[src/div_consts.svh]
//////////////////////////////////////////////////
// divide unit constants
// data width, iteration counter width, fault codes
// and the bit positions inside the condition flags
//////////////////////////////////////////////////
`ifndef DIV_CONSTS_SVH
`define DIV_CONSTS_SVH

// width of numerator, denominator and quotient
`define DIV_BW 32
// the iteration counter has to hold the value DIV_BW itself
`define DIV_CNT_W 6

// fault codes carried from operand preparation to the formatter
`define DIV_FAULT_NONE 2'b00
`define DIV_FAULT_ZERO 2'b01
`define DIV_FAULT_OVF  2'b10

// condition flag bit positions
`define DIV_FLAG_ZERO 0
`define DIV_FLAG_NEG  1
`define DIV_FLAG_OVF  2

`endif

[src/div_pkg.sv]
//////////////////////////////////////////////////
// divide unit package
// word, counter, flag and fault types, plus the
// states of the shift-subtract FSM
//////////////////////////////////////////////////
`include "div_consts.svh"

package div_pkg;

	// one data word, used for operands and for the quotient
	typedef logic [`DIV_BW-1:0] div_word_t;

	// remaining iterations of the shift-subtract core
	typedef logic [`DIV_CNT_W-1:0] div_count_t;

	// condition flags, bit 0 zero, bit 1 negative, bit 2 overflow
	typedef logic [2:0] div_flags_t;

	// none, divide by zero or signed overflow
	typedef logic [1:0] div_fault_t;

	// the core is either waiting for a start pulse or iterating
	typedef enum logic {
		CORE_IDLE,
		CORE_RUN
	} core_state_t;

endpackage

[src/div_ifs.sv]
//////////////////////////////////////////////////
// divide unit internal buses
// operands into the shift-subtract core, results out of it
//////////////////////////////////////////////////

// prepared unsigned operands plus the side information that
// the core only carries through to the formatter
interface div_operand_if;
	logic                start;
	div_pkg::div_word_t  dividend;
	div_pkg::div_word_t  divisor;
	logic                negate;
	div_pkg::div_fault_t fault;

	// start is a single cycle pulse, the rest is valid with it
	modport prep (output start, output dividend, output divisor,
		output negate, output fault);
	modport core (input start, input dividend, input divisor,
		input negate, input fault);
endinterface

// raw quotient from the core with the carried side information
interface div_result_if;
	logic                done;
	div_pkg::div_word_t  quotient;
	logic                negate;
	div_pkg::div_fault_t fault;

	// done is a single cycle pulse, the rest is valid with it
	modport core (output done, output quotient, output negate,
		output fault);
	modport fmt (input done, input quotient, input negate,
		input fault);

	// the input stage only needs to know when a divide finishes,
	// so that it can release busy
	modport done_watch (input done);
endinterface

[src/div_operand_prep.sv]
//////////////////////////////////////////////////
// divide operand preparation
// accepts a request, owns busy, and turns the operands
// into magnitudes with sign and fault side information
//////////////////////////////////////////////////
`include "div_consts.svh"

module div_operand_prep (
	input  logic                  i_clk,
	input  logic                  i_reset,
	input  logic                  i_wr,
	input  logic                  i_signed,
	input  div_pkg::div_word_t    i_numerator,
	input  div_pkg::div_word_t    i_denominator,
	output logic                  o_busy,
	div_operand_if.prep           o_operand,
	div_result_if.done_watch      i_result
);
	import div_pkg::*;

	logic       r_busy;
	logic       w_accept;
	logic       w_num_neg;
	logic       w_den_neg;
	div_word_t  w_num_abs;
	div_word_t  w_den_abs;
	div_fault_t w_fault;

	//////////////////////////////////////////////////
	// request decode
	//////////////////////////////////////////////////

	// a write while busy is simply dropped, the requester
	// is expected to wait on o_busy
	assign w_accept = i_wr && !r_busy;

	// operand signs only count for a signed divide
	assign w_num_neg = i_signed && i_numerator[`DIV_BW-1];
	assign w_den_neg = i_signed && i_denominator[`DIV_BW-1];

	// magnitudes, the most negative value maps onto itself
	// which is still correct read as unsigned
	assign w_num_abs = w_num_neg ? -i_numerator : i_numerator;
	assign w_den_abs = w_den_neg ? -i_denominator : i_denominator;

	// divide by zero wins over overflow, the denominator cannot
	// be zero and minus one at once anyway
	always_comb begin
		if (i_denominator == '0)
			w_fault = `DIV_FAULT_ZERO;
		else if (i_signed && (i_numerator == {1'b1, {(`DIV_BW-1){1'b0}}})
				&& (i_denominator == '1))
			w_fault = `DIV_FAULT_OVF;
		else
			w_fault = `DIV_FAULT_NONE;
	end

	//////////////////////////////////////////////////
	// busy and start
	//////////////////////////////////////////////////

	// busy rises on the edge after acceptance and falls on the
	// edge where the formatter raises o_valid
	always_ff @(posedge i_clk) begin
		if (i_reset) begin
			r_busy          <= 1'b0;
			o_operand.start <= 1'b0;
		end else begin
			o_operand.start <= w_accept;
			if (w_accept)
				r_busy <= 1'b1;
			else if (i_result.done)
				r_busy <= 1'b0;
		end
	end

	// prepared operands, held until the next accepted request
	always_ff @(posedge i_clk) begin
		if (w_accept) begin
			o_operand.dividend <= w_num_abs;
			o_operand.divisor  <= w_den_abs;
			o_operand.negate   <= w_num_neg ^ w_den_neg;
			o_operand.fault    <= w_fault;
		end
	end

	assign o_busy = r_busy;

endmodule

[src/div_shift_sub.sv]
//////////////////////////////////////////////////
// divide shift-subtract core
// restoring unsigned division, one quotient bit per clock
//////////////////////////////////////////////////
`include "div_consts.svh"

module div_shift_sub (
	input  logic         i_clk,
	input  logic         i_reset,
	div_operand_if.core  i_operand,
	div_result_if.core   o_result
);
	import div_pkg::*;

	core_state_t        r_state;
	div_count_t         r_count;
	logic               r_done;
	div_word_t          r_rem;
	div_word_t          r_quo;
	div_word_t          r_divisor;
	logic               r_negate;
	div_fault_t         r_fault;
	logic [`DIV_BW:0]   w_shifted;
	logic [`DIV_BW+1:0] w_diff;
	logic               w_fits;

	//////////////////////////////////////////////////
	// trial subtraction
	//////////////////////////////////////////////////

	// r_quo starts out as the dividend, its top bit is the next
	// dividend bit to bring down, and quotient bits fill it from
	// the bottom as the dividend bits leave at the top
	assign w_shifted = {r_rem, r_quo[`DIV_BW-1]};

	// one extra bit on top so that the borrow can be seen
	assign w_diff = {1'b0, w_shifted} - {2'b00, r_divisor};

	// no borrow means the divisor fits at this bit position
	assign w_fits = !w_diff[`DIV_BW+1];

	//////////////////////////////////////////////////
	// control FSM
	//////////////////////////////////////////////////

	// the counter is loaded on start and the last iteration is
	// the one seen with a count of one
	always_ff @(posedge i_clk) begin
		if (i_reset) begin
			r_state <= CORE_IDLE;
			r_count <= '0;
			r_done  <= 1'b0;
		end else begin
			r_done <= 1'b0;
			case (r_state)
			CORE_IDLE: begin
				if (i_operand.start) begin
					r_state <= CORE_RUN;
					r_count <= div_count_t'(`DIV_BW);
				end
			end
			CORE_RUN: begin
				r_count <= r_count - 1'b1;
				if (r_count == div_count_t'(1)) begin
					r_state <= CORE_IDLE;
					r_done  <= 1'b1;
				end
			end
			default: r_state <= CORE_IDLE;
			endcase
		end
	end

	//////////////////////////////////////////////////
	// datapath
	//////////////////////////////////////////////////

	// a zero divisor always fits, so it ends as an all ones
	// quotient that the formatter throws away
	always_ff @(posedge i_clk) begin
		if ((r_state == CORE_IDLE) && i_operand.start) begin
			r_rem     <= '0;
			r_quo     <= i_operand.dividend;
			r_divisor <= i_operand.divisor;
			r_negate  <= i_operand.negate;
			r_fault   <= i_operand.fault;
		end else if (r_state == CORE_RUN) begin
			// the remainder stays below the divisor so it
			// always fits back into one word
			r_rem <= w_fits ? w_diff[`DIV_BW-1:0] : w_shifted[`DIV_BW-1:0];
			r_quo <= {r_quo[`DIV_BW-2:0], w_fits};
		end
	end

	// done is registered together with the last quotient bit
	assign o_result.done     = r_done;
	assign o_result.quotient = r_quo;
	assign o_result.negate   = r_negate;
	assign o_result.fault    = r_fault;

endmodule

[src/div_result_fmt.sv]
//////////////////////////////////////////////////
// divide result formatting
// restores the sign, raises the error, builds the flags
//////////////////////////////////////////////////
`include "div_consts.svh"

module div_result_fmt (
	input  logic                  i_clk,
	input  logic                  i_reset,
	div_result_if.fmt             i_result,
	output logic                  o_valid,
	output logic                  o_err,
	output div_pkg::div_word_t    o_quotient,
	output div_pkg::div_flags_t   o_flags
);
	import div_pkg::*;

	logic       w_zero_div;
	logic       w_ovf;
	div_word_t  w_final;
	div_flags_t w_flags;

	assign w_zero_div = (i_result.fault == `DIV_FAULT_ZERO);
	assign w_ovf      = (i_result.fault == `DIV_FAULT_OVF);

	//////////////////////////////////////////////////
	// final quotient
	//////////////////////////////////////////////////

	// an overflow has two negative operands, so negate is clear
	// and the raw magnitude, already the most negative value,
	// passes through as the reported result
	always_comb begin
		if (w_zero_div)
			w_final = '0;
		else if (i_result.negate)
			w_final = -i_result.quotient;
		else
			w_final = i_result.quotient;
	end

	// flags follow the value that is actually returned
	always_comb begin
		w_flags                = '0;
		w_flags[`DIV_FLAG_ZERO] = (w_final == '0);
		w_flags[`DIV_FLAG_NEG]  = w_final[`DIV_BW-1];
		w_flags[`DIV_FLAG_OVF]  = w_ovf;
	end

	//////////////////////////////////////////////////
	// output registers
	//////////////////////////////////////////////////

	// valid is a one cycle copy of done, and error is only
	// ever raised together with valid
	always_ff @(posedge i_clk) begin
		if (i_reset) begin
			o_valid <= 1'b0;
			o_err   <= 1'b0;
		end else begin
			o_valid <= i_result.done;
			o_err   <= i_result.done && w_zero_div;
		end
	end

	// the result stays put until the next divide finishes
	always_ff @(posedge i_clk) begin
		if (i_result.done) begin
			o_quotient <= w_final;
			o_flags    <= w_flags;
		end
	end

endmodule

[src/div_unit.sv]
//////////////////////////////////////////////////
// iterative integer divide unit
// signed or unsigned quotient with the start, busy and
// valid handshake of the core's execute stage
//////////////////////////////////////////////////

module div_unit (
	input  logic                  i_clk,
	input  logic                  i_reset,
	// request, taken only while o_busy is low
	input  logic                  i_wr,
	input  logic                  i_signed,
	input  div_pkg::div_word_t    i_numerator,
	input  div_pkg::div_word_t    i_denominator,
	// handshake back to the core
	output logic                  o_busy,
	output logic                  o_valid,
	output logic                  o_err,
	// result, meaningful only while o_valid is high
	output div_pkg::div_word_t    o_quotient,
	output div_pkg::div_flags_t   o_flags
);

	//////////////////////////////////////////////////
	// internal buses
	//////////////////////////////////////////////////

	// prepared operands, from the input stage into the core
	div_operand_if operand_bus ();

	// raw quotient, from the core into the formatter, with
	// done also watched by the input stage to release busy
	div_result_if result_bus ();

	//////////////////////////////////////////////////
	// stages
	//////////////////////////////////////////////////

	div_operand_prep prep_inst (
		.i_clk         (i_clk),
		.i_reset       (i_reset),
		.i_wr          (i_wr),
		.i_signed      (i_signed),
		.i_numerator   (i_numerator),
		.i_denominator (i_denominator),
		.o_busy        (o_busy),
		.o_operand     (operand_bus.prep),
		.i_result      (result_bus.done_watch)
	);

	// one quotient bit per clock, DIV_BW clocks per divide
	div_shift_sub core_inst (
		.i_clk     (i_clk),
		.i_reset   (i_reset),
		.i_operand (operand_bus.core),
		.o_result  (result_bus.core)
	);

	div_result_fmt fmt_inst (
		.i_clk      (i_clk),
		.i_reset    (i_reset),
		.i_result   (result_bus.fmt),
		.o_valid    (o_valid),
		.o_err      (o_err),
		.o_quotient (o_quotient),
		.o_flags    (o_flags)
	);

endmodule

[config.mk]
export PLATFORM = sky130hd
export DESIGN_NAME = div_unit
export DESIGN_NICKNAME = d
export VERILOG_FILES = /design/src/div_pkg.sv /design/src/div_ifs.sv /design/src/div_operand_prep.sv /design/src/div_shift_sub.sv /design/src/div_result_fmt.sv /design/src/div_unit.sv
export VERILOG_INCLUDE_DIRS = /design/src /design/src/src
export SDC_FILE = /design/constraint.sdc
export NUM_CORES = 1
export LEC_CHECK = 0
export BUFFER_PORTS_ARGS = -buffer_cell sky130_fd_sc_hd__buf_2
export CAP_MARGIN = 25
export CORE_ASPECT_RATIO = 1.1
export CORE_UTILIZATION = 50
export DETAILED_ROUTE_END_ITERATION = 7
export PLACE_DENSITY = 0.69
export SLEW_MARGIN = 20
export SYNTH_ARGS = -nofsm -noshare
export SYNTH_HDL_FRONTEND = slang
export SYNTH_SLANG_ARGS = --single-unit
[constraint.sdc]
create_clock -name i_clk -period 6 [get_ports i_clk]
set_input_delay 1.2 -clock i_clk [delete_from_list [all_inputs] [get_ports i_clk]]
set_output_delay 1.2 -clock i_clk [all_outputs]
set_load 0.01 [all_outputs]
Yosys cells after proc, flatten, opt, wreduce, memory -nomap -nowiden
Cells that the tools add are included.

cells by class
  muxes and demuxes = 16
  eq/ne operators = 6
  reductions and logical operators = 14
  add/subtract/negate cells = 5
  bitwise gates (word level) = 2

operator list
  cell                                               count
  two-way mux 32 bit                                 7
  negator 32 bit                                     3
  == test 32 bit (second input constant)             2
  logical NOT 32 bit                                 2
  subtractor 33 x 32 -> 34 bit                       1
  one-hot mux 6 bit (2 select lines)                 1
  logical AND 1 bit                                  7
  == test 6 x 1 -> 1 bit (second input constant)     1
  two-way mux 6 bit                                  1
  subtractor 6 x 1 -> 6 bit (second input constant)  1
  two-way mux 1 bit                                  5
  nonzero test 2 bit                                 2
  == test 2 x 1 -> 1 bit (second input constant)     1
  == test 2 bit (second input constant)              1
  logical NOT 1 bit                                  2
  two-way mux 2 bit                                  1
  != test 2 bit (second input constant)              1
  one-hot mux 1 bit (2 select lines)                 1
  OR reduction 2 bit                                 1
  inverter 1 bit                                     1
  XOR 1 bit                                          1

word-level totals
  output and inout port bits = 38
  bits in registers = 213
  word-level logic and storage cells = 61
  bits of input ports = 68

Logic depth before layout (Yosys ltp)
Gate-level depths: netlist of run 1.

  word-level depth = 4
  gate-level depth with buffers = 13
  depth with buffers taken out = 11

Hierarchy
From an unflattened synthesis of run 1, not the netlist that was laid out.

second synthesis, totals
  cells, all modules = 1157
  area total of the unflattened synthesis = 11677.4 sq um

modules (own cells, without submodules)
  module            seq. area each (sq um)  times used  area an instance (sq um)  cells each
  div_shift_sub     2812.7                  1           5828.1                    632
  div_operand_prep  2052.0                  1           3579.7                    298
  div_result_fmt    1061.0                  1           2269.7                    227

Worst setup path before layout of run 1
Ideal clock, no wire load.

  kind = input-to-reg
  start point = input port i_wr
  end point = register prep_inst.o_operand.dividend[0], enable pin
  cell stages on the path = 1
  setup time = 0.501 ns
  slack = 1.337 ns
  data required time = 5.499 ns
  data arrival time = 4.162 ns
  buffers on the path = 0
  cells stage by stage = nor2b_1

on the way
  cells in the longest elaborated chain, start to end = 1

ends and longest elaborated chain
  element               RTL line                RTL
  from (decl)           div_unit.sv:11          input logic i_wr,
  logical AND 1 bit     div_operand_prep.sv:35  assign w_accept = i_wr && !r_busy;
  to (signal assigned)  div_operand_prep.sv:80  o_operand.dividend <= w_num_abs;
  to (decl)             div_ifs.sv:16           modport prep (output start, output dividend, output divisor,

No other way between the ends.
A chain may end at the register's enable or synchronous reset.

Final worst setup path of run 1
  start point = register core_inst.r_quo[2], in the netlist core_inst.o_result.quotient[2]
  end point = register fmt_inst.o_flags[0], data pin

on the way
  cells in the longest elaborated chain, start to end = 4

ends and longest elaborated chain
  element                   RTL line              RTL
  from (decl)               div_shift_sub.sv:19   div_word_t r_quo;
  from (signal assigned)    div_shift_sub.sv:83   r_quo <= i_operand.dividend;
  from (signal assigned)    div_shift_sub.sv:91   r_quo <= {r_quo[`DIV_BW-2:0], w_fits};
  negator 32 bit            div_result_fmt.sv:37  w_final = -i_result.quotient;
  two-way mux 32 bit        div_result_fmt.sv:36  else if (i_result.negate)
  two-way mux 32 bit        div_result_fmt.sv:34  if (w_zero_div)
  via fmt_inst.w_final[27]  div_result_fmt.sv:20  div_word_t w_final;
  logical NOT 32 bit        div_result_fmt.sv:45  w_flags[`DIV_FLAG_ZERO] = (w_final == '0);
  via fmt_inst.w_flags[0]   div_result_fmt.sv:21  div_flags_t w_flags;
  to (signal assigned)      div_result_fmt.sv:70  o_flags <= w_flags;
  to (decl)                 div_result_fmt.sv:14  output div_pkg::div_flags_t o_flags

The timed path passes the listed nets, and every way through them passes these cells.

==> flow_summary.toml, run 1 <==
[timing]
finalSetupViolCount = 0
tightest_slew_ps = 985
drv_slew = 0
finalCritPeriodShare_pct = 58.5
whs_ps = 414
setup_tns_ps = 0
setup_slack_ps = 2490
rsz0062_at_grt = "no"
slew_headroom_pct = 34.2
min_period_ps = 3510
clock.fmax_mhz = 285
hold_viol_final = 0
skew_ps = 14.0

[setup_path]
start_kind = "flop"
max_stage_delay_ps = 580
critical_path_required_ps = 6330
worstPathArrival_ps = 3840
path_cells = "or3_1 -> nor3_1 -> nand4b_1 -> o31ai_1 -> xor2_1 -> nor2_1 -> or4_1 -> nor4_2"
end_kind = "flop"
crit_slowest_cell = "nor3_1"
worst-setup-path-type = "flop to flop"
crit_fanout = 9

[routing]
drtIter0Drc = 509
drt-total-wl_um = 26300
ant_nets = 0
num_vias = 8831
routedWlPerCell_um = 17.1
viasPerCell = 5.75
drc = 0
drt-pass1-iter-count = 7

[clock_network]
post_cts_resize_count = 0
cts_buffers = 23
clkTransAtPathRegs_ps = 70
cts_tree = "done"
cts_buffer_depth = 3
cts_root_buffer = "clkbuf_16"
htreeDepth = 1
clk_latency_ps = 500
cts.sinks = 212
post_cts_buffers = 0
cts_hold_buf = 0

[flow_run]
drv_cap = 0

[pwr]
peakVddDrop_v = 0.000195
design_power_total_mw = 3.70
netSwitchingPower_mw = 0.977
combPwrFrac_pct = 15.4
p_sw_share_pct = 26.4
internal-power_mw = 2.72
leakage_nw = 5.19
clockPowerShare_pct = 36.8
power.density_mw_per_mm2 = 280
seq_power_share_pct = 47.8

[placed_design]
hpwl_um = 19100
port_buffers = 105
pre_cts_ws_ps = 2020
gp_congestion = 0.914
dp_cells = 1494

[global_routing]
grt_max_degree = 74
track_usage_pct = 22.3
grt_pass1_vias = 8476
grt_pass1_wl_um = 42700
gr-total-overflow = 0
antenna_found_initial = 2

[synth]
synthMostInstantiatedCell = "edfxtp_1"
ys_ff_latch = 212
yosysSeqAreaShare_pct = 50.6
syn_avg_cell_area_sq_um = 10.3
synth_top_cells_by_count = "168 x edfxtp_1, 95 x nor2_1, 83 x nand2_1"
synth_top_area_cell = "edfxtp_1"
synth_area_sq_mm = 0.0117
synth_edf_count = 168
synthCells = 1133
synth_flop_cell = "edfxtp_1"
ys_async_sr_fraction_pct = 0
ys_warn_count = 0
syn_nets = 1240
netlist-cell-type-count = 64
synth.area.top_cells = "edfxtp_1 43%, dfxtp_1 7.5%, xor2_1 5.3%, ha_1 4.1%, nand3_1 3.4%"
yosysTopAreaCellShare_pct = 43.1

[outcome]
outcome = "complete, no violations"

[cells_and_area]
regArea_sq_mm = 0.00593
nNetsFinal = 1326
area_growth_pct = 13.0
multiInputGateArea_sq_mm = 0.00537
final_layout_size_suffix_gt1_share_pct = 16.0
num-fill-cells = 1974
final_cells = 1535

[die]
die_area_sq_mm = 0.0240
chipHeight_um = 162
fp.dieW_um = 148
initial_utilization_pct = 51.0
core_sq_mm = 0.0229
rows = 58
io_pins = 106

[worst_hold_path]
min_path_type = "flop to flop"
## sequential cells by signal (all words and copies together), names as in the netlist, 2 cells and up
signal	flops
core_inst.o_result.fault	2
core_inst.o_result.quotient	32
core_inst.r_count	6
core_inst.r_divisor	32
core_inst.r_rem	32
fmt_inst.o_flags	3
fmt_inst.o_quotient	31
prep_inst.o_operand.dividend	32
prep_inst.o_operand.divisor	32
prep_inst.o_operand.fault	2
## worst max-delay path: cells and delay by family (launching register included)
family          cells  cell delay (ps)
simple gates        6             2240
flops               1              500
compound gates      1              350
xor+xnor            1              240
## power groups by stage
stage	Combinational, mW	Sequential [mW]	Clock (mW)
2_1_floorplan	0.418	1.78	0
3_3_place_gp	0.559	1.80	0
3_5_place_dp	0.564	1.80	0
4_1_cts	0.567	1.77	1.39
5_1_grt	0.636	1.78	1.45
6_report	0.569	1.77	1.36
## path summary, 6_finish.rpt
| kind | from | end | slack (ps) | cells after the start |
|---|---|---|---|---|
| max | core_inst.o_result.quotient[2]$_DFFE_PP_ | fmt_inst.o_flags[0]$_DFFE_PP_ | 2490 | 8 |
| min | prep_inst.o_operand.divisor[18]$_DFFE_PP_ | core_inst.r_divisor[18]$_DFFE_PP_ | 410 | 0 |
| max reg2reg | core_inst.o_result.quotient[2]$_DFFE_PP_ | fmt_inst.o_flags[0]$_DFFE_PP_ | 2490 | 8 |
| min reg2reg | prep_inst.o_operand.divisor[18]$_DFFE_PP_ | core_inst.r_divisor[18]$_DFFE_PP_ | 410 | 0 |
## area by class of cell
type	count	share of cell area (%)
Tap cell	300	2.84
Sequential cell	212	44.8
Clock inverter	15	1.08
Multi-Input combinational cell	808	40.6
Clock buffer	25	4.41
Inverter	59	1.68
Antenna cell	1	0.0189
Timing Repair Buffer	115	4.54
## cell usage in the layout (no fill, tap or decap), types with 9 or more instances in the layout
cell type	n
and2_1	13
o31ai_1	25
nand2_1	83
inv_1	59
mux2_2	31
dfxtp_1	43
xor2_1	71
nor2_1	93
a21o_1	15
nand2b_1	9
nor4_1	18
edfxtp_1	168
nand3_1	80
nor3_1	25
nand4_1	17
or3_1	16
a31oi_1	16
xnor2_1	44
clkbuf_16	23
buf_2	105
ha_1	38
a21oi_1	65
o21ai_0	34
buf_4	10
## routing by layer
| layer | track usage [%] | wire [um] |
|---|---|---|
| met4 | 8.90 | 942 |
| met3 | 3.75 | 1460 |
| met2 | 38.7 | 12800 |
| met1 | 27.7 | 11100 |
| met5 | 0 | 27 |
## cell families after synthesis
logic type / synth area share (%)
simple gates: 16.5
buf+inv: 3.80
xor+xnor: 8.61
compound gates: 12.8
flops: 50.6
mux: 3.50
fa+ha+maj: 4.23
## per-stage QoR
| stage | util [%] | instance area (sq um) |
|---|---|---|
| after floorplan | - | 11700 |
| after global placement | 54.5 | 12500 |
| after detailed placement | 54.5 | 12500 |
| after CTS | 57.6 | 13200 |
| after global routing | 57.6 | 13200 |
| final | 57.6 | 13200 |
(Power assumes the default switching activity.)
==> run 2, diff against run 1 <==
--- a/config.mk
+++ b/config.mk
@@ -11,7 +11,7 @@
 export CORE_ASPECT_RATIO = 1.1
 export CORE_UTILIZATION = 50
 export DETAILED_ROUTE_END_ITERATION = 7
-export PLACE_DENSITY = 0.69
+export PLACE_DENSITY = 0.72
 export SLEW_MARGIN = 20
 export SYNTH_ARGS = -nofsm -noshare
 export SYNTH_HDL_FRONTEND = slang
==> constraint.sdc (replaced) <==
create_clock -name i_clk -period 3.2 [get_ports i_clk]
set_input_delay 0.64 -clock i_clk [delete_from_list [all_inputs] [get_ports i_clk]]
set_output_delay 0.64 -clock i_clk [all_outputs]
set_load 0.01 [all_outputs]
==> run 2 against run 1 <==
  * The run now ends with negative setup slack left
  * Hold slack got worse by 54 ps
  * Global-route usage increased by 1.0 points
  * Clock power increased by 79%
  * Die area unchanged
  * Via count increased by 2.2%
  * Critical path depth increased by 1
  * Register-to-register slack got worse by 2500 ps
  * Clock skew decreased by 3.7 ps
  * Core utilization increased by 1.6 points
  * Combinational power increased by 110%
  * Largest power group unchanged
==> flow_summary.toml, run 2 (synthesis gave the netlist of run 1 again) <==
[timing]
slew_headroom_pct = 43.7
min_period_ps = 3230
drv_slew = 0
hold_viol_final = 0
setup_tns_ps = -25.8
clock.fmax_mhz = 310
finalSetupViolCount = 1
whs_ps = 360
tightest_slew_ps = 844
setup_slack_ps = -25.8
rsz0062_at_grt = "yes"
skew_ps = 10.3
finalCritPeriodShare_pct = 101

[pwr]
leakage_nw = 5.41
combPwrFrac_pct = 17.0
clockPowerShare_pct = 35.2
seq_power_share_pct = 47.9
netSwitchingPower_mw = 1.88
p_sw_share_pct = 27.2
internal-power_mw = 5.03
power.density_mw_per_mm2 = 508
peakVddDrop_v = 0.000321

[cells_and_area]
num-fill-cells = 1956
nNetsFinal = 1371
final_layout_size_suffix_gt1_share_pct = 19.4
layout_common_cells = "168 x edfxtp_1, 105 x buf_2, 93 x nor2_1, 83 x nand2_1, 80 x nand3_1"
area_growth_pct = 16.2
mostFrequentLayoutCell = "edfxtp_1"
fin_area_sq_mm = 0.0136
fin_util_pct = 59.3

[clock_network]
clk_latency_ps = 500
cts_root_buffer = "clkbuf_16"
clkTransAtPathRegs_ps = 60
cts_tree = "done"
cts_hold_buf = 0
cts_buffers = 23
post_cts_buffers = 0
cts.sinks = 212
htreeDepth = 1
cts_buffer_depth = 3

[die]
rows = 58
io_pins = 106
die_area_sq_mm = 0.0240
fp.dieW_um = 148
core_sq_mm = 0.0229
initial_utilization_pct = 51.0
chipHeight_um = 162

[worst_hold_path]
min_path_type = "input port to flop"

[setup_path]
max_stage_delay_ps = 510
path_cells = "or3_4 -> buf_4 -> or3_4 -> o41ai_4 -> xor2_1 -> nor2_1 -> or4_1 -> or4_1 -> nor4_2"
start_kind = "flop"
worst-setup-path-type = "flop to flop"
critical_path_required_ps = 3530
end_kind = "flop"
worstPathArrival_ps = 3550
crit_slowest_cell = "or4_1"
crit_fanout = 6

[global_routing]
gr-total-overflow = 0
antenna_found_initial = 3
track_usage_pct = 23.3
grt_max_degree = 69
grt_pass1_vias = 8533
grt_pass1_wl_um = 44200

[placed_design]
postPlaceCellArea_sq_mm = 0.0129
pre_cts_ws_ps = -59.9
gp_congestion = 0.925
port_buffers = 105
hpwl_um = 20200

[routing]
drc = 0
num_vias = 9024
drt-total-wl_um = 27900
drtIter0Drc = 544
drt-pass1-iter-count = 5
viasPerCell = 5.69
routedWlPerCell_um = 17.6
ant_nets = 0

[outcome]
outcome = "finished with violations"
violations = "negative setup slack"

[flow_run]
drv_cap = 0
==> run 2: critical path, delay by kind of cell, from the launching register on <==
kind,cells,cell delay [ps]
simple gates,6,2000
xor+xnor,1,170
compound gates,1,300
buf+inv,1,170
flops,1,400
==> run 2: metal layers <==
layer	vias to the layer above	wire [um]	GRT usage, %
met2	254	13900	40.8
met5	-	0	0
li1	4447	-	-
met3	49	1430	3.08
met4	0	722	7.83
met1	4274	11800	29.8
==> run 2: power by group through the flow <==
stage               clock network (mW)  registers, mW  logic (mW)
floorplan                            0           3.33       0.784
global placement                     0           3.36        1.14
detailed placement                   0           3.36        1.16
CTS                               2.48           3.31        1.17
global route                      2.58           3.32        1.30
finish                            2.43           3.31        1.17
==> run 2: layout make-up <==
type | instances | area [sq um] | share of cell area [%]
Antenna cell | 5 | 12.5 | 0.0920
Clock buffer | 29 | 608 | 4.47
Clock inverter | 12 | 78.8 | 0.580
Inverter | 59 | 221 | 1.63
Multi-Input combinational cell | 808 | 5400 | 39.7
Sequential cell | 212 | 5930 | 43.6
Tap cell | 300 | 375 | 2.76
Timing Repair Buffer | 160 | 976 | 7.18
==> run 2: worst paths after layout <==
kind,startpoint,to,slack [ps],cells after the start
min,i_numerator[0],prep_inst.o_operand.dividend[0]$_DFFE_PP_,360,1
max,core_inst.o_result.quotient[2]$_DFFE_PP_,fmt_inst.o_flags[0]$_DFFE_PP_,-30,9
max reg2reg,core_inst.o_result.quotient[2]$_DFFE_PP_,fmt_inst.o_flags[0]$_DFFE_PP_,-30,9
min reg2reg,prep_inst.o_operand.divisor[10]$_DFFE_PP_,core_inst.r_divisor[10]$_DFFE_PP_,420,0
==> run 2: through the flow <==
step	instances	total power, mW
after floorplan	1133	4.11
after CTS	1580	6.95
after global routing	1581	7.21
final	1585	6.91
after detailed placement	1539	4.52
after global placement	1539	4.49
==> run 2: what timing repair did <==
item,CTS,global route
pin swaps,2,1
resized for setup,3,3
endpoints found under the setup margin,1,18
